$ cat config.mk
export PLATFORM = sky130hd
export DESIGN_NAME = rotate_xy
export DESIGN_NICKNAME = d
export VERILOG_FILES = /design/src/logic/gfx_pkg.sv /design/src/logic/rotate_xy.sv
export VERILOG_INCLUDE_DIRS = /design/src /design/src/logic
export SDC_FILE = /design/constraint.sdc
export NUM_CORES = 2
export LEC_CHECK = 0
export BUFFER_PORTS_ARGS = -buffer_cell sky130_fd_sc_hd__buf_2
export CORE_ASPECT_RATIO = 1.1
export CORE_MARGIN = 5
export CORE_UTILIZATION = 40
export DETAILED_ROUTE_END_ITERATION = 10
export HOLD_SLACK_MARGIN = 0.15
export RECOVER_POWER = 25
export REMOVE_ABC_BUFFERS = 1
export SLEW_MARGIN = 25
export SYNTH_ARGS = -nofsm -noshare
export SYNTH_HDL_FRONTEND = slang
export SYNTH_SLANG_ARGS = --single-unit
$ cat constraint.sdc
create_clock -name clk_100m -period 9 [get_ports clk_100m]
set_input_delay 1.8 -clock clk_100m [delete_from_list [all_inputs] [get_ports clk_100m]]
set_output_delay 1.8 -clock clk_100m [all_outputs]
set_load 0.03 [all_outputs]
$ cat src/logic/sin_table.svh
//~~~~~~~~~~~~~~~~~~~~~~~~~~~~~~~~~~~~~~~~~~~~~~~~~~~~~~~~~~~~~~~~~~~~
// quarter-wave sine, round(127*sin(k*pi/128)) for k = 0..64, with the
// folded lookup; included inside a module body after gfx_pkg
//~~~~~~~~~~~~~~~~~~~~~~~~~~~~~~~~~~~~~~~~~~~~~~~~~~~~~~~~~~~~~~~~~~~~

`ifndef SIN_TABLE_SVH
`define SIN_TABLE_SVH

localparam logic [6:0] SIN_Q [65] = '{
      0,   3,   6,   9,  12,  16,  19,  22,  25,  28,  31,
     34,  37,  40,  43,  46,  49,  51,  54,  57,  60,  63,
     65,  68,  71,  73,  76,  78,  81,  83,  85,  88,  90,
     92,  94,  96,  98, 100, 102, 104, 106, 107, 109, 111,
    112, 113, 115, 116, 117, 118, 120, 121, 122, 122, 123,
    124, 125, 125, 126, 126, 126, 127, 127, 127, 127
};

function automatic gfx_pkg::trig_t sin_lookup(input gfx_pkg::angle_t a);
    logic [5:0]     r;
    gfx_pkg::trig_t mag;
    r   = a[5:0];
    mag = gfx_pkg::trig_t'(a[6] ? SIN_Q[64 - r] : SIN_Q[r]);  // odd quadrants mirror
    return a[7] ? -mag : mag;                                  // second half negative
endfunction

`endif

$ cat src/logic/gfx_pkg.sv
//~~~~~~~~~~~~~~~~~~~~~~~~~~~~~~~~~~~~~~~~~~~~~~~~~~~~~~~~~~~~~~~~~~~~
// drawing side types and sizes, shared by the engine datapath and the
// testbench model
//~~~~~~~~~~~~~~~~~~~~~~~~~~~~~~~~~~~~~~~~~~~~~~~~~~~~~~~~~~~~~~~~~~~~

package gfx_pkg;

    localparam int FB_SIDE     = 64;                 // width and height in pixels
    localparam int FB_DEPTH    = FB_SIDE * FB_SIDE;
    localparam int TRIG_SHIFT  = 7;                  // trig values scaled by 127
    localparam int ROT_LATENCY = 3;

    typedef logic signed [15:0] coord_t;
    typedef logic [7:0]         angle_t;             // 256 steps per turn
    typedef logic signed [7:0]  trig_t;
    typedef logic [3:0]         cidx_t;
    typedef logic [11:0]        fb_addr_t;           // y * 64 + x

    // y sits above x so a register word maps straight onto a vertex
    typedef struct packed {
        coord_t y;
        coord_t x;
    } vertex_t;

    // one beat of the pixel stream into the framebuffer
    typedef struct packed {
        coord_t y;
        coord_t x;
    } pixel_t;

endpackage

$ cat src/logic/rotate_xy.sv
//~~~~~~~~~~~~~~~~~~~~~~~~~~~~~~~~~~~~~~~~~~~~~~~~~~~~~~~~~~~~~~~~~~~~
// rotate a vertex about the origin then translate it, three stage
// pipeline taking a new vertex every cycle
//~~~~~~~~~~~~~~~~~~~~~~~~~~~~~~~~~~~~~~~~~~~~~~~~~~~~~~~~~~~~~~~~~~~~
`timescale 1ns/100ps

module rotate_xy (
    input  logic             clk_100m,
    input  logic             reset,
    input  logic             start,
    input  gfx_pkg::vertex_t vin,
    input  gfx_pkg::angle_t  angle,
    input  gfx_pkg::vertex_t offset,
    output gfx_pkg::vertex_t vout,
    output logic             done
);
    import gfx_pkg::*;

    `include "sin_table.svh"

    logic [ROT_LATENCY-1:0] vld;   // one valid bit per stage
    trig_t                  sin1;
    trig_t                  cos1;
    vertex_t                v1;
    vertex_t                off1;
    vertex_t                off2;
    logic signed [23:0]     xc;
    logic signed [23:0]     ys;
    logic signed [23:0]     xs;
    logic signed [23:0]     yc;
    logic signed [24:0]     sum_x;
    logic signed [24:0]     sum_y;

    always_ff @(posedge clk_100m) begin
        if (reset)
            vld <= '0;
        else
            vld <= {vld[ROT_LATENCY-2:0], start};
    end

    always_comb begin
        sum_x = xc - ys;
        sum_y = xs + yc;
    end

    always_ff @(posedge clk_100m) begin
        sin1 <= sin_lookup(angle);
        cos1 <= sin_lookup(angle + 8'd64);   // cos is sin a quarter turn on
        v1   <= vin;
        off1 <= offset;
        xc   <= v1.x * cos1;
        ys   <= v1.y * sin1;
        xs   <= v1.x * sin1;
        yc   <= v1.y * cos1;
        off2 <= off1;
        vout.x <= coord_t'(sum_x >>> TRIG_SHIFT) + off2.x;  // wraps to 16 bits
        vout.y <= coord_t'(sum_y >>> TRIG_SHIFT) + off2.y;
    end

    assign done = vld[ROT_LATENCY-1];

endmodule

==> flow_summary.json <==
{
  "hold_buffers": 0,
  "die_h_um": 284,
  "grt_pass1_vias": 19500,
  "coreArea_mm2": 0.0676,
  "cts.clk_slew.worst_paths_ns": 0.06,
  "r2r_slack_ns": 2.93,
  "first_pass_iters": 5,
  "start_kind": "register",
  "vias": 19000,
  "worst_slack_ns": 2.93,
  "clockRootBuffer": "clkbuf_16",
  "postCtsSetupBuffers": 0,
  "rows": 100,
  "yosysUniqueCellTypes": 97,
  "synthToLayoutAreaGrowth_pct": 8.31,
  "holdPathEnd": "off2[23]$_DFF_P_",
  "synthCells": 2961,
  "yosys-top-cells-area": "fa_1, dfxtp_1, ha_1",
  "drv_slew": 0,
  "yosysSeqAreaShare": 0.176,
  "nets": 3742,
  "end_kind": "register",
  "slew_headroom": 0.192,
  "min_period_over_period": 0.674,
  "max_cap_violations": 0,
  "status": "completed",
  "holdPathStages": 0,
  "reg2reg_from": "sin1[0]$_DFF_P_",
  "antenna_found_initial": 2,
  "cts_sinks": 239,
  "ant_nets": 0,
  "initial_core_util": 0.403,
  "crit_type": "reg -> reg",
  "synth_most_common_cell": "inv_1",
  "cts_resized": 0,
  "drc": 0,
  "setup_viol": 0,
  "syn_area_mm2": 0.0273,
  "rsz0062_at_grt": "false",
  "drt-initial-drc-count": 806,
  "place_ws_ns": 3.14,
  "finalHoldViolations": 0,
  "portBuffers": 107,
  "synth_warnings": 0,
  "worst-slew-pin-transition_ns": 1.21,
  "drive_gt1_frac": 0.0769,
  "gp_congestion": 0.870,
  "wire_per_inst_um": 14.4,
  "fmax_mhz": 165,
  "synth-seq-cells": 239,
  "synth_top_area_share": 0.295,
  "async_flop_share": 0,
  "ys.flop_type": "dfxtp_1",
  "hold_ws_ns": 0.326,
  "wirelength_mm": 56.3,
  "synth_edf_count": 0,
  "dp_hpwl_mm": 43.1,
  "post_drt_via_cell_ratio": 4.87,
  "htree_levels": 1,
  "die-area_mm2": 0.0735,
  "grt_start_max_net_pins": 36,
  "grtUsageTotal": 0.158,
  "cts_tree": "built",
  "hp-start": "off1[23]$_DFF_P_",
  "reg2regPathDepth": 17,
  "grt_remaining_overflow": 0,
  "n_fill_cell": 6731,
  "clk_latency_ns": 0.57,
  "numCtsBuffers": 29,
  "synth.avg_cell_area_um2": 9.20,
  "finClkSkew_ns": 0.0122,
  "finalSetupTns_ns": 0,
  "hp-class": "reg -> reg",
  "ioPinCount": 108,
  "die_w_um": 259,
  "cp_max_fo": 18,
  "grt_pass1_wl_mm": 96.9,
  "r2r_end": "xs[21]$_DFF_P_",
  "worstPathArrival_ns": 6.57,
  "finalCriticalPeriod_ns": 6.07,
  "clockBufferDepth": 3,
  "insertedDiodeCount": 0,
  "worstPathRequired_ns": 9.50,
  "yosysTopAreaCell": "fa_1",
  "ys_top_cells_by_count": "inv_1, fa_1, and2_1"
}
[worst max-delay path by stage]
| stage | to | slack, ns | start |
|---|---|---|---|
| 6_report | xs[21]$_DFF_P_ | 2.93 | sin1[0]$_DFF_P_ |
| 5_1_grt | xs[22]$_DFF_P_ | 2.59 | sin1[0]$_DFF_P_ |
| 4_1_cts | ys[22]$_DFF_P_ | 3.13 | sin1[7]$_SDFF_PN0_ |
| 3_5_place_dp | ys[22]$_DFF_P_ | 3.14 | sin1[7]$_SDFF_PN0_ |
| 3_3_place_gp | ys[22]$_DFF_P_ | 3.11 | sin1[7]$_SDFF_PN0_ |
| 2_1_floorplan | ys[21]$_DFF_P_ | 3.68 | sin1[7]$_SDFF_PN0_ |
[logic make-up after synthesis]
| group | count (synthesis) | share of synthesized area |
|---|---|---|
| compound gates | 346 | 0.0880 |
| xor+xnor | 158 | 0.0508 |
| fa+ha+maj | 656 | 0.412 |
| buf+inv | 707 | 0.0992 |
| flops | 239 | 0.176 |
| mux | 17 | 0.00849 |
| simple gates | 838 | 0.166 |
[worst max-delay path, cell delays in order, from the launching register on]
cell and delay (ns):
dfxtp_1 0.58, clkbuf_1 0.87, nand2_1 0.18, fa_1 0.52
fa_1 0.51, inv_1 0.05, fa_1 0.52, inv_1 0.05
fa_1 0.47, inv_1 0.04, ha_1 0.31, nand2b_1 0.09
a21boi_1 0.11, o41ai_1 0.95, o211ai_1 0.24, a21o_1 0.20
a21oi_1 0.17, xnor2_1 0.13
[registers in the layout, summed over array words and instances (netlist names)]
signal	count
ys	23
xc	23
sin1	8
vout	32
vld	3
cos1	8
off1	32
off2	32
xs	23
yc	23
v1	32
[per-layer routing]
| metal | routed length (um) | GRT usage |
|---|---|---|
| met2 | 27900 | 0.276 |
| met1 | 25100 | 0.210 |
| met3 | 2160 | 0.0196 |
| met5 | 13 | 0 |
| met4 | 1130 | 0.0339 |
[placed cells by master (no fill, tap or decap), types with 14 or more instances in the layout]
| cell type | instances |
|---|---|
| inv_1 | 591 |
| fa_1 | 402 |
| and2_1 | 365 |
| ha_1 | 254 |
| dfxtp_1 | 239 |
| nor2_1 | 167 |
| xnor2_1 | 131 |
| nand2_1 | 130 |
| buf_2 | 107 |
| a21oi_1 | 94 |
| o21ai_0 | 59 |
| nor3_1 | 34 |
| nand2b_1 | 29 |
| clkbuf_16 | 29 |
| xor2_1 | 27 |
| a21o_1 | 27 |
| o21a_1 | 24 |
| nor2b_1 | 22 |
| nand3_1 | 21 |
| buf_4 | 18 |
| and3_1 | 14 |
[per-stage QoR]
| stage | std cells | utilization | cell area, um2 |
|---|---|---|---|
| floorplan | 2854 | - | 26800 |
| global placement | 3847 | 0.423 | 28600 |
| detailed placement | 3847 | 0.423 | 28600 |
| CTS | 3898 | 0.437 | 29500 |
| global route | 3898 | 0.437 | 29500 |
| finish | 3898 | 0.437 | 29500 |
[cell type report]
type / instances / area [um2] / share of cell area
clock buffers: 35 / 778 / 0.0264
clock inverters: 16 / 180 / 0.00610
inverters: 600 / 2250 / 0.0763
multi-input cells: 2015 / 19800 / 0.670
flip-flops and latches: 239 / 4780 / 0.162
well taps: 867 / 1080 / 0.0367
repair buffers: 126 / 674 / 0.0228
Power is not shown: default switching activity piles up to over one toggle a cycle in this logic, so the estimate is an artifact.
