<file path="config.mk">
export PLATFORM = sky130hd
export DESIGN_NAME = host_regs
export DESIGN_NICKNAME = d
export VERILOG_FILES = /design/src/logic/sin_table.svh /design/src/logic/gfx_pkg.sv /design/src/logic/host_pkg.sv /design/src/logic/host_regs.sv
export SDC_FILE = /design/constraint.sdc
export NUM_CORES = 1
export LEC_CHECK = 0
export ABC_AREA = 0
export BUFFER_PORTS_ARGS = -buffer_cell sky130_fd_sc_hd__buf_2
export CAP_MARGIN = 15
export CELL_PAD_IN_SITES_DETAIL_PLACEMENT = 1
export CELL_PAD_IN_SITES_GLOBAL_PLACEMENT = 1
export CORE_UTILIZATION = 40
export DETAILED_ROUTE_END_ITERATION = 10
export PLACE_DENSITY_LB_ADDON = 0.1
export SLEW_MARGIN = 20
export SYNTH_ARGS = -nofsm -noshare
export SYNTH_HDL_FRONTEND = slang
export SYNTH_SLANG_ARGS = --single-unit
</file>
<file path="constraint.sdc">
create_clock -name clk_100m -period 4.73 [get_ports clk_100m]
set_input_delay 0.2365 -clock clk_100m [delete_from_list [all_inputs] [get_ports clk_100m]]
set_output_delay 0.2365 -clock clk_100m [all_outputs]
set_load 0.1 [all_outputs]
</file>
<file path="src/logic/sin_table.svh">
//~~~~~~~~~~~~~~~~~~~~~~~~~~~~~~~~~~~~~~~~~~~~~~~~~~~~~~~~~~~~~~~~~~~~
// quarter-wave sine, round(127*sin(k*pi/128)) for k = 0..64, with the
// folded lookup; included inside a module body after gfx_pkg
//~~~~~~~~~~~~~~~~~~~~~~~~~~~~~~~~~~~~~~~~~~~~~~~~~~~~~~~~~~~~~~~~~~~~

`ifndef SIN_TABLE_SVH
`define SIN_TABLE_SVH

localparam logic [6:0] SIN_Q [65] = '{
      0,   3,   6,   9,  12,  16,  19,  22,  25,  28,  31,
     34,  37,  40,  43,  46,  49,  51,  54,  57,  60,  63,
     65,  68,  71,  73,  76,  78,  81,  83,  85,  88,  90,
     92,  94,  96,  98, 100, 102, 104, 106, 107, 109, 111,
    112, 113, 115, 116, 117, 118, 120, 121, 122, 122, 123,
    124, 125, 125, 126, 126, 126, 127, 127, 127, 127
};

function automatic gfx_pkg::trig_t sin_lookup(input gfx_pkg::angle_t a);
    logic [5:0]     r;
    gfx_pkg::trig_t mag;
    r   = a[5:0];
    mag = gfx_pkg::trig_t'(a[6] ? SIN_Q[64 - r] : SIN_Q[r]);  // odd quadrants mirror
    return a[7] ? -mag : mag;                                  // second half negative
endfunction

`endif

</file>
<file path="src/logic/gfx_pkg.sv">
//~~~~~~~~~~~~~~~~~~~~~~~~~~~~~~~~~~~~~~~~~~~~~~~~~~~~~~~~~~~~~~~~~~~~
// drawing side types and sizes, shared by the engine datapath and the
// testbench model
//~~~~~~~~~~~~~~~~~~~~~~~~~~~~~~~~~~~~~~~~~~~~~~~~~~~~~~~~~~~~~~~~~~~~

package gfx_pkg;

    localparam int FB_SIDE     = 64;                 // width and height in pixels
    localparam int FB_DEPTH    = FB_SIDE * FB_SIDE;
    localparam int TRIG_SHIFT  = 7;                  // trig values scaled by 127
    localparam int ROT_LATENCY = 3;

    typedef logic signed [15:0] coord_t;
    typedef logic [7:0]         angle_t;             // 256 steps per turn
    typedef logic signed [7:0]  trig_t;
    typedef logic [3:0]         cidx_t;
    typedef logic [11:0]        fb_addr_t;           // y * 64 + x

    // y sits above x so a register word maps straight onto a vertex
    typedef struct packed {
        coord_t y;
        coord_t x;
    } vertex_t;

    // one beat of the pixel stream into the framebuffer
    typedef struct packed {
        coord_t y;
        coord_t x;
    } pixel_t;

endpackage

</file>
<file path="src/logic/host_pkg.sv">
//~~~~~~~~~~~~~~~~~~~~~~~~~~~~~~~~~~~~~~~~~~~~~~~~~~~~~~~~~~~~~~~~~~~~
// host side view: AXI4-Lite channel bundles, register map and the
// draw configuration handed to the sequencer
//~~~~~~~~~~~~~~~~~~~~~~~~~~~~~~~~~~~~~~~~~~~~~~~~~~~~~~~~~~~~~~~~~~~~

package host_pkg;

    typedef logic [15:0] axi_addr_t;
    typedef logic [31:0] axi_data_t;

    typedef struct packed {
        axi_addr_t  awaddr;
        logic       awvalid;
        axi_data_t  wdata;
        logic [3:0] wstrb;
        logic       wvalid;
        logic       bready;
        axi_addr_t  araddr;
        logic       arvalid;
        logic       rready;
    } axil_req_t;

    typedef struct packed {
        logic       awready;
        logic       wready;
        logic [1:0] bresp;
        logic       bvalid;
        logic       arready;
        axi_data_t  rdata;
        logic [1:0] rresp;
        logic       rvalid;
    } axil_rsp_t;

    localparam axi_addr_t REG_CTRL   = 16'h0000;  // bit 0 start
    localparam axi_addr_t REG_STATUS = 16'h0004;  // bit 0 busy, bit 1 done
    localparam axi_addr_t REG_ANGLE  = 16'h0008;
    localparam axi_addr_t REG_OFFSET = 16'h000C;
    localparam axi_addr_t REG_V0     = 16'h0010;
    localparam axi_addr_t REG_V1     = 16'h0014;
    localparam axi_addr_t REG_V2     = 16'h0018;
    localparam axi_addr_t REG_COLOUR = 16'h001C;  // fg in 3:0, bg in 7:4
    localparam axi_addr_t FB_BASE    = 16'h4000;  // one word per pixel

    typedef struct packed {
        gfx_pkg::vertex_t v0;
        gfx_pkg::vertex_t v1;
        gfx_pkg::vertex_t v2;
        gfx_pkg::vertex_t offset;
        gfx_pkg::angle_t  angle;
        gfx_pkg::cidx_t   fg;
        gfx_pkg::cidx_t   bg;
    } draw_cfg_t;

endpackage

</file>
<file path="src/logic/host_regs.sv">
//~~~~~~~~~~~~~~~~~~~~~~~~~~~~~~~~~~~~~~~~~~~~~~~~~~~~~~~~~~~~~~~~~~~~
// AXI4-Lite slave for the draw configuration, start and status bits,
// plus the read window onto the framebuffer
//~~~~~~~~~~~~~~~~~~~~~~~~~~~~~~~~~~~~~~~~~~~~~~~~~~~~~~~~~~~~~~~~~~~~
`timescale 1ns/100ps

module host_regs (
    input  logic                clk_100m,
    input  logic                reset,
    input  host_pkg::axil_req_t axi_req,
    output host_pkg::axil_rsp_t axi_rsp,
    output host_pkg::draw_cfg_t cfg,
    output logic                start,
    input  logic                busy,
    input  logic                done_pulse,
    output logic                irq,
    output gfx_pkg::fb_addr_t   rd_addr,
    input  gfx_pkg::cidx_t      rd_data
);
    import host_pkg::*;

    logic      wr_ready;   // awready and wready together
    logic      bvalid;
    logic      arready;
    logic      rvalid;
    logic      fb_pend;    // framebuffer read in flight
    logic      done_bit;
    logic      ar_fb;
    axi_data_t rdata;
    axi_data_t wr_word;

    function automatic axi_data_t reg_word(input axi_addr_t addr);
        case (addr)
            REG_STATUS: return {30'd0, done_bit, busy};
            REG_ANGLE:  return {24'd0, cfg.angle};
            REG_OFFSET: return cfg.offset;
            REG_V0:     return cfg.v0;
            REG_V1:     return cfg.v1;
            REG_V2:     return cfg.v2;
            REG_COLOUR: return {24'd0, cfg.bg, cfg.fg};
            default:    return '0;  // ctrl and holes read as zero
        endcase
    endfunction

    // byte strobes merge into the current register value
    always_comb begin
        wr_word = reg_word(axi_req.awaddr);
        for (int b = 0; b < 4; b++) begin
            if (axi_req.wstrb[b])
                wr_word[8*b +: 8] = axi_req.wdata[8*b +: 8];
        end
    end

    always_ff @(posedge clk_100m) begin
        start <= 1'b0;
        irq   <= done_pulse;
        if (reset) begin
            wr_ready <= 1'b0;
            bvalid   <= 1'b0;
            done_bit <= 1'b0;
            irq      <= 1'b0;
        end else begin
            wr_ready <= axi_req.awvalid && axi_req.wvalid && !bvalid && !wr_ready;
            if (wr_ready) begin
                bvalid <= 1'b1;
                case (axi_req.awaddr)
                    REG_CTRL:   start      <= wr_word[0] && !busy;  // no restart mid draw
                    REG_ANGLE:  cfg.angle  <= wr_word[7:0];
                    REG_OFFSET: cfg.offset <= wr_word;
                    REG_V0:     cfg.v0     <= wr_word;
                    REG_V1:     cfg.v1     <= wr_word;
                    REG_V2:     cfg.v2     <= wr_word;
                    REG_COLOUR: begin
                        cfg.fg <= wr_word[3:0];
                        cfg.bg <= wr_word[7:4];
                    end
                    default: ;
                endcase
            end else if (axi_req.bready) begin
                bvalid <= 1'b0;
            end
            if (done_pulse)
                done_bit <= 1'b1;
            else if (start)
                done_bit <= 1'b0;
        end
    end

    assign ar_fb   = axi_req.araddr[15:14] == FB_BASE[15:14];
    assign rd_addr = axi_req.araddr[13:2];  // word index inside the window

    // register reads answer next cycle, window reads wait on the memory
    always_ff @(posedge clk_100m) begin
        if (reset) begin
            arready <= 1'b0;
            rvalid  <= 1'b0;
            fb_pend <= 1'b0;
        end else if (arready && axi_req.arvalid) begin
            arready <= 1'b0;
            fb_pend <= ar_fb;
            rvalid  <= !ar_fb;
            rdata   <= reg_word(axi_req.araddr);
        end else if (fb_pend) begin
            fb_pend <= 1'b0;
            rvalid  <= 1'b1;
            rdata   <= {28'd0, rd_data};
        end else if (rvalid) begin
            rvalid <= !axi_req.rready;
        end else begin
            arready <= 1'b1;
        end
    end

    always_comb begin
        axi_rsp.awready = wr_ready;
        axi_rsp.wready  = wr_ready;
        axi_rsp.bresp   = 2'b00;   // always OKAY
        axi_rsp.bvalid  = bvalid;
        axi_rsp.arready = arready;
        axi_rsp.rdata   = rdata;
        axi_rsp.rresp   = 2'b00;
        axi_rsp.rvalid  = rvalid;
    end

endmodule

</file>
==> flow_summary.ini <==
[outcome]
outcome = completed

[sta]
fin_hold_ws_ns = 0.0312
worst_slew_pin_slew_ns = 0.962
fin_setup_tns_ns = 0
finClkSkew_ns = 0.00879
fmax_mhz = 372
final.min_clock_period_ns = 2.69
hold_viol_final = 0
maxSlewViolCount = 0
rsz0062_at_grt = false
post-route-period-util_pct = 56.9
slew-limit-headroom_pct = 35.5
finalSetupViolations = 0

[die]
io_pins = 280
die_w_um = 148
rows = 53
die_area_mm2 = 0.0220
start_util_pct = 40.7
core_area_mm2 = 0.0210
die_y_um = 148

[cts]
ctsRootBufferMaster = clkbuf_16
cts_resized = 0
cts.htree.levels = 4
clockBufferDepth = 2
cts_setup_buffers = 0
cts_sinks = 184
clock_latency_ns = 0.43
clkSlewWorstSetupHoldPaths_ns = 0.07
tritoncts = built
numCtsBuffers = 17
postCtsHoldBufs = 0

[logic_synthesis]
yosysWarningCount = 0
ys_types = 51
netlist_area_mm2 = 0.00856
syn_avg_cell_area_um2 = 13.6
synth-async-reset-ratio_pct = 0
ys_seq_area_share_pct = 63.6
synth_edf_count = 176
synth_cells = 631
yosys_register_bits = 184
synth_flop_cell = edfxtp_1

[power_and_ir_drop]
seqPwrFrac_pct = 51.0
swShare_pct = 27.1
clkPwrFrac_pct = 38.8
switchingPower_uw = 958
power_frac_comb_pct = 10.2
vdd_drop_max_mv = 0.231
powerDensity_mw_per_mm2 = 329
power_leakage_nw = 4.02
internal_power_mw = 2.57

[global_route]
grt_pass1_wl_mm = 43.2
grt_use_total_pct = 26.9
overflow = 0
grt_pass1_vias = 7117
antenna_found_initial = 0
grt_max_degree = 33

[hold_path]
worstHoldPathCells = 3
hp-class = input port to flop

[place]
hpwlAfterDp_mm = 20.3
port_buffers = 275
place_congestion = 0.837

[critical_path]
rr_endpoint = cfg[100]$_DFFE_PP_
crit_fanout = 19
critPathCaptureType = flop
r2r_slack_ns = 2.55
crit_path_start_kind = input port
worstSetupPathType = input port to flop
r2r_cells = 5
endpoint = cfg[43]$_DFFE_PP_
crit_start = axi_req[59]
regToRegStartpoint = wr_ready$_SDFF_PP0_
required_ns = 4.97
critPathArrivalTime_ns = 2.93

[route]
dr.pass1.iters = 6
wl_per_cell_um = 25.1
via_count = 6838
post-route-drc-count = 0
dr.first_iter.drc_count = 477
viasPerCell = 5.87
finalWirelength_mm = 29.2
ant_nets = 0

[finish]
final_nets = 958
drive_above_1_share_pct = 40.7
area_growth_pct = 25.5
num_antenna_cells = 0

[run]
cap_viol_max_count = 0
final cells by class:
class | count | area, µm²
clock buffers | 17 | 425
inverters | 9 | 33.8
multi-input cells | 376 | 2790
fillers | 2195 | 10300
repair buffers | 289 | 1570
flip-flops and latches | 184 | 5450
clock inverters | 15 | 136
well taps | 275 | 344
cells in the mapped netlist, types with 7 or more instances:
library cell / number / share of area, %
o21ai_1: 10 / 0.58
dfxtp_1: 8 / 1.9
o21ai_0: 7 / 0.41
a221oi_1: 9 / 0.92
o22a_1: 24 / 2.5
inv_1: 8 / 0.35
mux2_2: 10 / 1.3
nor3_1: 18 / 1.1
a21oi_1: 14 / 0.82
mux2i_1: 32 / 3.7
clkbuf_1: 27 / 1.2
a22o_1: 26 / 2.7
a22oi_1: 63 / 5.5
nor2_1: 43 / 1.9
nand2_1: 42 / 1.8
mux4_2: 7 / 1.8
buf_4: 24 / 2.1
edfxtp_1: 176 / 62
worst min path at each step:
stage	to	slack (ns)	startpoint
after floorplan	done_bit$_SDFFE_PP0P_	0.35	done_pulse
after global placement	wr_ready$_SDFF_PP0_	0.44	bvalid$_SDFFE_PP0P_
after detailed placement	wr_ready$_SDFF_PP0_	0.44	bvalid$_SDFFE_PP0P_
after CTS	done_bit$_SDFFE_PP0P_	0.03	done_pulse
after global routing	done_bit$_SDFFE_PP0P_	0.03	done_pulse
final	done_bit$_SDFFE_PP0P_	0.03	done_pulse
sequential cells by signal, summed over array words and instances, names as in the netlist:
signal,count
rvalid,1
rdata,32
irq,1
wr_ready,1
cfg,144
bvalid,1
arready,1
fb_pend,1
start,1
done_bit,1
layer usage:
| layer | GRT usage [%] | part of all wire, % | vias to the layer above |
|---|---|---|---|
| li1 | - | - | 2988 |
| met1 | 35.4 | 41 | 3464 |
| met2 | 45.1 | 50 | 343 |
| met3 | 4.51 | 7.0 | 43 |
| met4 | 8.81 | 1.8 | 0 |
| met5 | 0 | 0 | - |
through the flow:
step | setup WS, ns | instance area (µm²) | cells | util [%] | total power [mW]
global route | 1.90 | 10700 | 1165 | 51.1 | 3.62
CTS | 1.98 | 10700 | 1164 | 51.0 | 3.54
detailed placement | 1.55 | 10100 | 1132 | 48.3 | 2.19
finish | 2.04 | 10700 | 1165 | 51.1 | 3.53
floorplan | 0.621 | 8580 | 634 | - | 2.11
global placement | 1.47 | 10100 | 1129 | 47.9 | 2.19
worst max-delay path: stages:
cell and delay, ns:
buf_2 0.34, or4b_2 0.73, nor4_4 0.73, buf_4 0.39, a22o_1 0.18, a221oi_1 0.05, o21ai_1 0.25
placed cells by master, fill, tap and decap left out, drive strengths merged, types with 4 or more instances in the layout:
cell type  Yosys  routed
nor4           8       8
o2bb2ai        6       6
mux2          10      10
dfxtp          8       8
clkbuf        27      17
a21oi         14      14
a22o          26      26
nor3          18      18
mux2i         32      32
a22oi         63      63
o21ai         17      17
edfxtp       176     176
mux4           7       7
nand2         42      42
conb           1       4
or4            7       7
clkinv         1       6
nor2          45      45
a221oi         9       9
or3            6       6
inv            8      16
a222oi         6       6
buf           38     289
o22a          24      24
power groups by stage:
stage / registers, mW / logic (mW) / clock network, mW
after floorplan: 1.92 / 0.188 / 0
after global placement: 1.84 / 0.349 / 0
after detailed placement: 1.84 / 0.356 / 0
after global routing: 1.80 / 0.377 / 1.44
final: 1.80 / 0.361 / 1.37
after CTS: 1.80 / 0.357 / 1.38
cells by family after synthesis:
kind of cell | after synthesis | share of synthesized area, %
AOI/OAI and AO/OA | 175 | 15.5
buffers and inverters | 74 | 4.65
DFF | 184 | 63.6
muxes | 49 | 6.90
other | 1 | 0.0438
and+or+nand+nor | 148 | 9.29
Note: power is estimated with default switching activity, not from simulation.
