===== src/logic/sin_table.svh =====
//~~~~~~~~~~~~~~~~~~~~~~~~~~~~~~~~~~~~~~~~~~~~~~~~~~~~~~~~~~~~~~~~~~~~
// quarter-wave sine, round(127*sin(k*pi/128)) for k = 0..64, with the
// folded lookup; included inside a module body after gfx_pkg
//~~~~~~~~~~~~~~~~~~~~~~~~~~~~~~~~~~~~~~~~~~~~~~~~~~~~~~~~~~~~~~~~~~~~

`ifndef SIN_TABLE_SVH
`define SIN_TABLE_SVH

localparam logic [6:0] SIN_Q [65] = '{
      0,   3,   6,   9,  12,  16,  19,  22,  25,  28,  31,
     34,  37,  40,  43,  46,  49,  51,  54,  57,  60,  63,
     65,  68,  71,  73,  76,  78,  81,  83,  85,  88,  90,
     92,  94,  96,  98, 100, 102, 104, 106, 107, 109, 111,
    112, 113, 115, 116, 117, 118, 120, 121, 122, 122, 123,
    124, 125, 125, 126, 126, 126, 127, 127, 127, 127
};

function automatic gfx_pkg::trig_t sin_lookup(input gfx_pkg::angle_t a);
    logic [5:0]     r;
    gfx_pkg::trig_t mag;
    r   = a[5:0];
    mag = gfx_pkg::trig_t'(a[6] ? SIN_Q[64 - r] : SIN_Q[r]);  // odd quadrants mirror
    return a[7] ? -mag : mag;                                  // second half negative
endfunction

`endif


===== src/logic/gfx_pkg.sv =====
//~~~~~~~~~~~~~~~~~~~~~~~~~~~~~~~~~~~~~~~~~~~~~~~~~~~~~~~~~~~~~~~~~~~~
// drawing side types and sizes, shared by the engine datapath and the
// testbench model
//~~~~~~~~~~~~~~~~~~~~~~~~~~~~~~~~~~~~~~~~~~~~~~~~~~~~~~~~~~~~~~~~~~~~

package gfx_pkg;

    localparam int FB_SIDE     = 64;                 // width and height in pixels
    localparam int FB_DEPTH    = FB_SIDE * FB_SIDE;
    localparam int TRIG_SHIFT  = 7;                  // trig values scaled by 127
    localparam int ROT_LATENCY = 3;

    typedef logic signed [15:0] coord_t;
    typedef logic [7:0]         angle_t;             // 256 steps per turn
    typedef logic signed [7:0]  trig_t;
    typedef logic [3:0]         cidx_t;
    typedef logic [11:0]        fb_addr_t;           // y * 64 + x

    // y sits above x so a register word maps straight onto a vertex
    typedef struct packed {
        coord_t y;
        coord_t x;
    } vertex_t;

    // one beat of the pixel stream into the framebuffer
    typedef struct packed {
        coord_t y;
        coord_t x;
    } pixel_t;

endpackage


===== src/logic/host_pkg.sv =====
//~~~~~~~~~~~~~~~~~~~~~~~~~~~~~~~~~~~~~~~~~~~~~~~~~~~~~~~~~~~~~~~~~~~~
// host side view: AXI4-Lite channel bundles, register map and the
// draw configuration handed to the sequencer
//~~~~~~~~~~~~~~~~~~~~~~~~~~~~~~~~~~~~~~~~~~~~~~~~~~~~~~~~~~~~~~~~~~~~

package host_pkg;

    typedef logic [15:0] axi_addr_t;
    typedef logic [31:0] axi_data_t;

    typedef struct packed {
        axi_addr_t  awaddr;
        logic       awvalid;
        axi_data_t  wdata;
        logic [3:0] wstrb;
        logic       wvalid;
        logic       bready;
        axi_addr_t  araddr;
        logic       arvalid;
        logic       rready;
    } axil_req_t;

    typedef struct packed {
        logic       awready;
        logic       wready;
        logic [1:0] bresp;
        logic       bvalid;
        logic       arready;
        axi_data_t  rdata;
        logic [1:0] rresp;
        logic       rvalid;
    } axil_rsp_t;

    localparam axi_addr_t REG_CTRL   = 16'h0000;  // bit 0 start
    localparam axi_addr_t REG_STATUS = 16'h0004;  // bit 0 busy, bit 1 done
    localparam axi_addr_t REG_ANGLE  = 16'h0008;
    localparam axi_addr_t REG_OFFSET = 16'h000C;
    localparam axi_addr_t REG_V0     = 16'h0010;
    localparam axi_addr_t REG_V1     = 16'h0014;
    localparam axi_addr_t REG_V2     = 16'h0018;
    localparam axi_addr_t REG_COLOUR = 16'h001C;  // fg in 3:0, bg in 7:4
    localparam axi_addr_t FB_BASE    = 16'h4000;  // one word per pixel

    typedef struct packed {
        gfx_pkg::vertex_t v0;
        gfx_pkg::vertex_t v1;
        gfx_pkg::vertex_t v2;
        gfx_pkg::vertex_t offset;
        gfx_pkg::angle_t  angle;
        gfx_pkg::cidx_t   fg;
        gfx_pkg::cidx_t   bg;
    } draw_cfg_t;

endpackage


===== src/logic/shape_sequencer.sv =====
//~~~~~~~~~~~~~~~~~~~~~~~~~~~~~~~~~~~~~~~~~~~~~~~~~~~~~~~~~~~~~~~~~~~~
// draw control: clear, rotate the three vertices, then the three edges
//~~~~~~~~~~~~~~~~~~~~~~~~~~~~~~~~~~~~~~~~~~~~~~~~~~~~~~~~~~~~~~~~~~~~
`timescale 1ns/100ps

module shape_sequencer (
    input  logic                clk_100m,
    input  logic                reset,
    input  host_pkg::draw_cfg_t cfg,
    input  logic                start,
    output logic                busy,
    output logic                done_pulse,
    output logic                clear,
    output gfx_pkg::cidx_t      bg,
    input  logic                clear_busy,
    output logic                rot_start,
    output gfx_pkg::vertex_t    rot_in,
    input  logic                rot_done,
    input  gfx_pkg::vertex_t    rot_out,
    output logic                line_start,
    output gfx_pkg::vertex_t    p0,
    output gfx_pkg::vertex_t    p1,
    input  logic                line_done
);
    import gfx_pkg::*;
    import host_pkg::*;

    typedef enum logic [2:0] {
        IDLE, CLEAR, ROT, ROT_WAIT, LINE0, LINE1, LINE2, DONE
    } state_t;

    state_t     state;
    draw_cfg_t  cfg_r;       // held for the whole draw
    vertex_t    rv [3];      // rotated vertices, in issue order
    logic [1:0] issue_cnt;
    logic [1:0] cap_cnt;

    assign bg = cfg_r.bg;

    always_ff @(posedge clk_100m) begin
        clear      <= 1'b0;
        rot_start  <= 1'b0;
        line_start <= 1'b0;
        done_pulse <= 1'b0;
        if (reset) begin
            state <= IDLE;
            busy  <= 1'b0;
        end else begin
            case (state)
                IDLE: if (start) begin
                    cfg_r <= cfg;
                    clear <= 1'b1;
                    busy  <= 1'b1;
                    state <= CLEAR;
                end
                // once clear_busy is up the pixel stream is held off
                CLEAR: if (clear_busy) begin
                    rot_start <= 1'b1;
                    rot_in    <= cfg_r.v0;
                    issue_cnt <= 2'd1;
                    cap_cnt   <= 2'd0;
                    state     <= ROT;
                end
                ROT: begin                                // back to back starts
                    rot_start <= 1'b1;
                    rot_in    <= (issue_cnt == 2'd1) ? cfg_r.v1 : cfg_r.v2;
                    issue_cnt <= issue_cnt + 2'd1;
                    if (issue_cnt == 2'd2)
                        state <= ROT_WAIT;
                end
                ROT_WAIT: if (rot_done) begin
                    rv[cap_cnt] <= rot_out;
                    cap_cnt     <= cap_cnt + 2'd1;
                    if (cap_cnt == 2'd2) begin
                        line_start <= 1'b1;
                        p0         <= rv[0];
                        p1         <= rv[1];
                        state      <= LINE0;
                    end
                end
                LINE0: if (line_done) begin
                    line_start <= 1'b1;
                    p0         <= rv[1];
                    p1         <= rv[2];
                    state      <= LINE1;
                end
                LINE1: if (line_done) begin
                    line_start <= 1'b1;
                    p0         <= rv[2];
                    p1         <= rv[0];
                    state      <= LINE2;
                end
                LINE2: if (line_done)
                    state <= DONE;
                DONE: begin
                    done_pulse <= 1'b1;
                    busy       <= 1'b0;
                    state      <= IDLE;
                end
                default: state <= IDLE;
            endcase
        end
    end

endmodule


===== config.mk =====
export PLATFORM = sky130hd
export DESIGN_NAME = shape_sequencer
export DESIGN_NICKNAME = d
export VERILOG_FILES = /design/src/logic/sin_table.svh /design/src/logic/gfx_pkg.sv /design/src/logic/host_pkg.sv /design/src/logic/shape_sequencer.sv
export SDC_FILE = /design/constraint.sdc
export NUM_CORES = 1
export LEC_CHECK = 0
export ABC_AREA = 1
export BUFFER_PORTS_ARGS = -buffer_cell sky130_fd_sc_hd__buf_2
export CAP_MARGIN = 20
export CORE_ASPECT_RATIO = 1.2
export CORE_MARGIN = 5
export CORE_UTILIZATION = 23
export CTS_CLUSTER_SIZE = 24
export DETAILED_ROUTE_END_ITERATION = 6
export GPL_TIMING_DRIVEN = 0
export SLEW_MARGIN = 5
export SYNTH_ARGS = -nofsm -noshare
export SYNTH_HDL_FRONTEND = slang
export SYNTH_SLANG_ARGS = --single-unit
export TNS_END_PERCENT = 100

===== constraint.sdc =====
create_clock -name clk_100m -period 9.6 [get_ports clk_100m]
set_input_delay 2.4 -clock clk_100m [delete_from_list [all_inputs] [get_ports clk_100m]]
set_output_delay 2.4 -clock clk_100m [all_outputs]
set_load 0.01 [all_outputs]

==> impl_metrics.toml, run 1 <==
[outcome]
status = "complete, no violations"

[sta]
clock_skew_ps = 10.7
timing.final.crit_share_pct = 44.7
setup_viol = 0
period_needed_ps = 4300
max-slew-margin-rel_pct = 48.4
fmax_ghz = 0.233
slew_viol_final = 0
hold_violations = 0
worstMarginPinSlew_ps = 769
finalSetupTns_ps = 0
rsz0062_at_grt = "no"

[clocking]
cts-buffers-inserted = 34
cts_setup_buffers = 0
ctsRootBufferMaster = "clkbuf_16"
ctsResizeCount = 0
htree_num_levels = 2
clkSinkCount = 304
cts_tree = "done"
postCtsHoldBufs = 0
cts.path.max_buffers = 3
clock_latency_ps = 530
cts.clk_slew.worst_paths_ps = 60

[layout]
seq_area_um2 = 9050
num-fill-cells = 4955
fin_nets = 1307
instances_no_fill = 1782
area_growth_syn_to_layout_pct = 29.9
multi_input_area_um2 = 1960
drive_gt1_share_pct = 30.2
design_area_um2 = 14900

[die]
num_rows = 89
chipHeight_um = 255
dieWidth_um = 214
start_util_pct = 23.3
dieArea_um2 = 54400
io_pins = 287
placeableCoreArea_um2 = 49200

[placement]
port_buffers = 242
routabilityCongestion = 0.744
place_inst = 1721
dp_hpwl_mm = 22.3
dpl_cell_area_um2 = 13700

[synthesis]
yosysTopAreaCell = "edfxtp_1"
synth_edf_count = 296
yosysSeqAreaShare_pct = 79.0
yosysWarnings = 0
dominantRegCellSynth = "edfxtp_1"
syn_area_per_cell_um2 = 13.8
yosysMostFrequentCell = "edfxtp_1"
synth_area_leaders = "edfxtp_1 78%, nand2_1 8.1%, nand3_1 2.6%"
synthCells = 830
syn-cell-area_um2 = 11500
ys_seq_elements = 304
synth_nets = 1017
yosysUniqueCellTypes = 25
synthArstFlopShare_pct = 0
synth_common_cells = "296 x edfxtp_1, 247 x nand2_1, 60 x inv_1"
synth_top_cell_area_share_pct = 77.6

[hold_path]
holdPathStages = 1
hold_path_class = "register to register"

[grt]
grt-ovfl-total = 0
grt_pass1_wl_mm = 42.8
grt_pass1_vias = 7672
grt_usage_pct = 10.5
grt_max_degree = 37
grt_antenna_before_repair = 5

[drt]
ant_nets = 0
via_count = 7288
drt-total-wl_mm = 29.2
wl_per_cell_um = 16.4
drc_errors = 0
drt_pre_antenna_iters = 5
vias_per_cell = 4.09
drt_iter0_drc = 290

[pwr]
p_per_area_nw_per_um2 = 240
p_leak_uw = 0.00574
vdd_drop_max_uv = 156

[setup_path]
rr_worst_depth = 8
cp-start-kind = "input port"
arrival_ps = 4510
required_ps = 9820
critical_path_class = "input port to register"
worstPathMaxFanout = 14
max_stage_delay_ps = 610
crit_path_cell_trace = "buf_2, inv_1, o21ai_0, nor3_2, buf_6, buf_4, buf_4, buf_4"
cp_slowest_cell = "nor3_2"
end_kind = "register"
path_common_cell = "buf_4"

[job]
cap_violations = 0
==> sequential cells by signal (all words and copies together), names as in the netlist <==
signal and cells:
cfg_r 96, rv 96, p0 32, p1 32, rot_in 32, bg 4
state 3, cap_cnt 2, issue_cnt 2, busy 1, clear 1, done_pulse 1
line_start 1, rot_start 1
==> layout by cell type, fill, tap and decap left out <==
master and instances:
a21oi_1 3, a21oi_4 1, a31o_2 1, buf_1 3
buf_12 4, buf_16 3, buf_2 246, buf_4 12
buf_6 12, bufinv_16 5, clkbuf_1 20, clkbuf_16 37
clkinv_1 3, clkinv_2 2, clkinv_4 1, clkinvlp_4 1
dfxtp_1 8, diode_2 2, edfxtp_1 296, ha_1 5
inv_1 60, inv_2 5, inv_6 1, nand2_1 247
nand2_2 5, nand3_1 59, nand3b_1 1, nand4_1 2
nor2_1 13, nor2_2 2, nor2_4 5, nor2_8 1
nor3_1 1, nor3_2 1, o21ai_0 48, o21ai_1 17
o221ai_1 12
==> power by group <==
group / switching [uW] / internal, uW
clock network: 504 / 836
registers: 44.4 / 1640
logic: 362 / 182
total: 911 / 2660
==> cell type report <==
type / count / share of cell area [%]
well taps: 637 / 5.36
flip-flops and latches: 304 / 60.8
repair buffers: 254 / 9.53
multi-input cells: 424 / 13.2
plain buffers: 37 / 1.70
clock inverters: 13 / 1.32
clock buffers: 46 / 6.45
inverters: 65 / 1.64
diodes: 2 / 0.0336
==> cell families after synthesis <==
group | Yosys count | share of synthesized area [%]
flops | 304 | 79.0
compound gates | 82 | 4.01
simple gates | 337 | 12.1
buf+inv | 102 | 4.34
fa+ha+maj | 5 | 0.546
==> metal layers <==
metal | global-route usage (%) | routed length [um] | vias to the layer above | share of wire, %
met3 | 3.51 | 2800 | 67 | 9.6
met5 | 0 | 36 | - | 0.12
met1 | 11.3 | 10700 | 3421 | 37
li1 | - | - | 3485 | -
met4 | 4.45 | 945 | 6 | 3.2
met2 | 18.9 | 14700 | 309 | 50
==> metrics by stage <==
stage          total power [uW]  setup WS [ps]  hold WS [ps]  utilization [%]
2_1_floorplan              2020           2030           500                -
3_3_place_gp               2260           52.1           469             27.4
3_5_place_dp               2280           4720           468             27.9
4_1_cts                    3630           5310           505             30.2
5_1_grt                    3730           5100           525             30.2
6_report                   3570           5300           499             30.2
==> final timing paths <==
check	slack (ps)	startpoint	end
max	5300	reset	p0[18]
min	500	busy	busy
max reg2reg	6660	state[2]	p0[18]
min reg2reg	500	busy	busy
==> worst max-delay path: cells and delay by family <==
kind,cells,cell delay (ps)
compound gates,1,170
buf+inv,6,1300
simple gates,1,610
No activity file was read; power rests on OpenSTA's default activity.
==> run 2: changes to the inputs <==
Clock period 9.6 ns to 3.5 ns, I/O delays scaled along.
==> impl_metrics.toml, run 2 (synthesis results as in run 1) <==
[setup_path]
cp-start-kind = "register"
rr_worst_depth = 7
worstPathMaxFanout = 22
end_kind = "register"
arrival_ps = 2720
required_ps = 3770
critical_path_class = "register to register"

[die]
start_util_pct = 23.3
placeableCoreArea_um2 = 49200
num_rows = 89
dieWidth_um = 214
dieArea_um2 = 54400
chipHeight_um = 255
io_pins = 287

[sta]
whs_ps = 470
setup_viol = 0
clock_skew_ps = 8.64
period_needed_ps = 2460
slew_viol_final = 0
hold_violations = 0
max-slew-margin-rel_pct = 54.0
rsz0062_at_grt = "no"
timing.final.crit_share_pct = 70.2
fmax_ghz = 0.407
worstMarginPinSlew_ps = 690

[pwr]
vdd_drop_max_uv = 434
p_per_area_nw_per_um2 = 632
p_leak_uw = 0.00564
totalPowerFinal_uw = 9290

[drt]
drt_pre_antenna_iters = 5
drt-total-wl_mm = 29.1
via_count = 7291
drt_iter0_drc = 352
drc_errors = 0
ant_nets = 0
vias_per_cell = 4.10
wl_per_cell_um = 16.3

[grt]
grt-ovfl-total = 0
grt_max_degree = 36
grt_antenna_before_repair = 6
grt_usage_pct = 10.3
grt_pass1_wl_mm = 42.8
grt_pass1_vias = 7414

[clocking]
cts.clk_slew.worst_paths_ps = 60
cts.path.max_buffers = 3
postCtsHoldBufs = 0
cts_setup_buffers = 0
ctsResizeCount = 0
clock_latency_ps = 570
cts-buffers-inserted = 31
ctsRootBufferMaster = "clkbuf_16"
clkSinkCount = 304
cts_tree = "done"
htree_num_levels = 1

[hold_path]
hold_path_class = "input port to register"
holdPathStages = 1

[layout]
drive_gt1_share_pct = 29.9
layout_commonest_cell = "edfxtp_1"
area_growth_syn_to_layout_pct = 28.2
fin_nets = 1302
num-fill-cells = 4990
largestRegisters = "cfg_r (96), rv (96)"
final_cell_mix = "296 x edfxtp_1, 247 x nand2_1, 246 x buf_2"

[outcome]
status = "complete, no violations"

[placement]
routabilityCongestion = 0.749
dp_hpwl_mm = 21.7
port_buffers = 242

[job]
cap_violations = 0
-- run 2: cell count changes in the layout (fill, tap and decap cells not counted), moves of 2 or more --
| cell | before | now |
|---|---|---|
| buf_12 | 4 | 6 |
| buf_16 | 3 | 1 |
| buf_4 | 12 | 9 |
| buf_6 | 12 | 10 |
| buf_8 | 0 | 3 |
| bufinv_16 | 5 | 3 |
| clkbuf_1 | 20 | 18 |
| clkbuf_16 | 37 | 31 |
| clkinv_1 | 3 | 5 |
| clkinv_2 | 2 | 7 |
-- run 2: critical path, cell delays in order, from the launching register on --
cell     delay [ps]
dfxtp_1         450
inv_2           170
nor2_8          220
o21ai_0         210
nor3_4          390
buf_8           250
buf_8           220
buf_8           210
-- run 2: final cells by class --
cell class                      instances  area, um2  area share, %
Sequential cell                       304       9050           61.6
Tap cell                              637        797           5.43
Timing Repair Buffer                  252       1400           9.56
Clock inverter                         18        168           1.14
Multi-Input combinational cell        424       1970           13.4
Antenna cell                            3       7.51         0.0511
Clock buffer                           38        802           5.46
Buffer                                 37        253           1.72
Inverter                               65        244           1.66
-- run 2: worst paths after layout --
check,startpoint,end,slack (ps)
max,state[2],p0[31],1040
min,cfg[142],cfg_r[142],470
max reg2reg,state[2],p0[31],1040
min reg2reg,busy,busy,500
-- run 2: routing by layer --
metal | track usage [%] | share of wire [%]
met2 | 18.4 | 49
met1 | 12.1 | 38
met5 | 0 | 0.14
met4 | 2.60 | 2.0
met3 | 3.28 | 11
-- run 2: report_power, final --
| part | total (uW) | switching [uW] | internal (uW) |
|---|---|---|---|
| clock | 3170 | 1340 | 1840 |
| combinational | 1480 | 984 | 500 |
| sequential | 4630 | 125 | 4500 |
-- run 2: per-stage QoR --
step	setup slack, ps	instances	setup TNS [ps]	cell area, um2	utilization, %
2_1_floorplan	278	830	0	11500	-
3_3_place_gp	-1140	1709	-181960	13500	27.4
3_5_place_dp	606	1719	0	13700	27.9
4_1_cts	948	1775	0	14700	29.8
5_1_grt	798	1775	0	14700	29.8
6_report	1040	1778	0	14700	29.8
==> run 3: changes to the inputs <==
Clock period 3.5 ns to 2.56 ns, I/O delays scaled along.
==> impl_metrics.toml, run 3 (synthesis results as in run 1) <==
[pwr]
seqPwrFrac_pct = 47.5
p_per_area_nw_per_um2 = 895
clkPwrFrac_pct = 37.3
combPwrFrac_pct = 15.3
switchingPower_uw = 3430
p_leak_uw = 0.00572
switching_share_pct = 25.7
p_int_uw = 9890
vdd_drop_max_uv = 615

[sta]
period_needed_ps = 2340
clock_skew_ps = 8.38
slew_viol_final = 0
finalSetupTns_ps = 0
max-slew-margin-rel_pct = 54.5
setup_viol = 0
rsz0062_at_grt = "no"
hold_violations = 0
timing.final.crit_share_pct = 91.5
worstMarginPinSlew_ps = 682
layout_setup_ws_ps = 217
fmax_ghz = 0.427

[outcome]
status = "complete, no violations"

[clocking]
cts.clk_slew.worst_paths_ps = 60
postCtsHoldBufs = 0
cts_tree = "done"
cts.path.max_buffers = 3
cts-buffers-inserted = 36
clkSinkCount = 304
ctsResizeCount = 0
clock_latency_ps = 520
ctsRootBufferMaster = "clkbuf_16"
cts_setup_buffers = 0
htree_num_levels = 2

[grt]
busiest_layer = "met2"
grt_max_degree = 38
globalRouteMet1Util_pct = 11.6
grt_usage_pct = 10.2
grt-ovfl-total = 0
met3_usage_pct = 4.20
grt_pass1_wl_mm = 41.7
grt_antenna_before_repair = 7
grt_pass1_vias = 7291
grtUsageMet2_pct = 17.3

[layout]
area_growth_syn_to_layout_pct = 29.9
layout_commonest_cell = "edfxtp_1"
fin_nets = 1307
final_cell_mix = "296 x edfxtp_1, 246 x buf_2, 246 x nand2_1"
largestRegisters = "cfg_r (96), rv (96)"
instances_no_fill = 1781
drive_gt1_share_pct = 30.8
num-fill-cells = 4924

[die]
dieWidth_um = 214
dieArea_um2 = 54400
chipHeight_um = 255
num_rows = 89
placeableCoreArea_um2 = 49200
start_util_pct = 23.3
io_pins = 287

[drt]
drc_errors = 0
vias_per_cell = 4.06
drt_iter0_drc = 337
via_count = 7236
drt_pre_antenna_iters = 5
ant_nets = 0
wl_per_cell_um = 15.9
drt-total-wl_mm = 28.4

[setup_path]
end_kind = "register"
critical_path_class = "register to register"
cp-start-kind = "register"
required_ps = 2780
worstPathMaxFanout = 20
arrival_ps = 2570

[placement]
place_inst = 1719
dp_hpwl_mm = 21.3
routabilityCongestion = 0.743
post-place-ws_ps = 63.4
port_buffers = 242

[hold_path]
hold_path_class = "input port to register"

[job]
cap_violations = 0
[run 3: cell count changes in the layout (fill, tap and decap cells not counted), moves of 2 or more]
cell / delta
clkbuf_16: +6
diode_2: -2
dfxtp_2: +2
clkinv_1: +2
clkbuf_1: -2
clkinv_2: -4
dfxtp_1: -2
inv_1: -2
[run 3: layout make-up]
type	instances	area (um2)	area share, %
clock inverter	19	205	1.38
tap	637	797	5.35
clock buffer	42	945	6.35
timing repair buffer	252	1400	9.43
multi-input combinational	424	1980	13.3
antenna	1	2.50	0.0168
buffer	37	253	1.70
inverter	65	248	1.66
sequential	304	9050	60.8
[run 3: power by group through the flow]
stage / Combinational, uW / Clock [uW] / Sequential (uW)
after global placement: 1940 / 0 / 6460
final: 2030 / 4960 / 6320
after CTS: 2090 / 5110 / 6330
after floorplan: 1020 / 0 / 6540
after detailed placement: 2090 / 0 / 6420
after global routing: 2280 / 5290 / 6370
[run 3: per-stage QoR]
step / total power (uW) / hold WS, ps / area [um2] / utilization, %
final: 13300 / 285 / 14900 / 30.2
after global routing: 13900 / 257 / 14900 / 30.2
after CTS: 13500 / 249 / 14900 / 30.2
after detailed placement: 8510 / 473 / 13700 / 27.9
after global placement: 8400 / 468 / 13500 / 27.5
after floorplan: 7560 / 500 / 11500 / -
[run 3: worst max-delay path, cell delays in order, from the launching register on]
cell and delay, ps:
dfxtp_2 410, inv_2 150, nor2_8 240, o21ai_2 120, nor3_4 420, buf_8 240, buf_8 210, buf_8 210
[run 3: metal layers]
metal	up-vias	share of wire, %
li1	3484	-
met4	10	2.2
met3	56	11
met2	331	48
met1	3355	38
met5	-	0.23
[run 3: worst paths after layout]
| check | startpoint | to | slack [ps] | cells past startpoint |
|---|---|---|---|---|
| min | cfg[132] | cfg_r[132] | 280 | 1 |
| min reg2reg | busy | busy | 490 | 1 |
| max reg2reg | state[2] | p1[31] | 220 | 7 |
| max | state[2] | p1[31] | 220 | 7 |
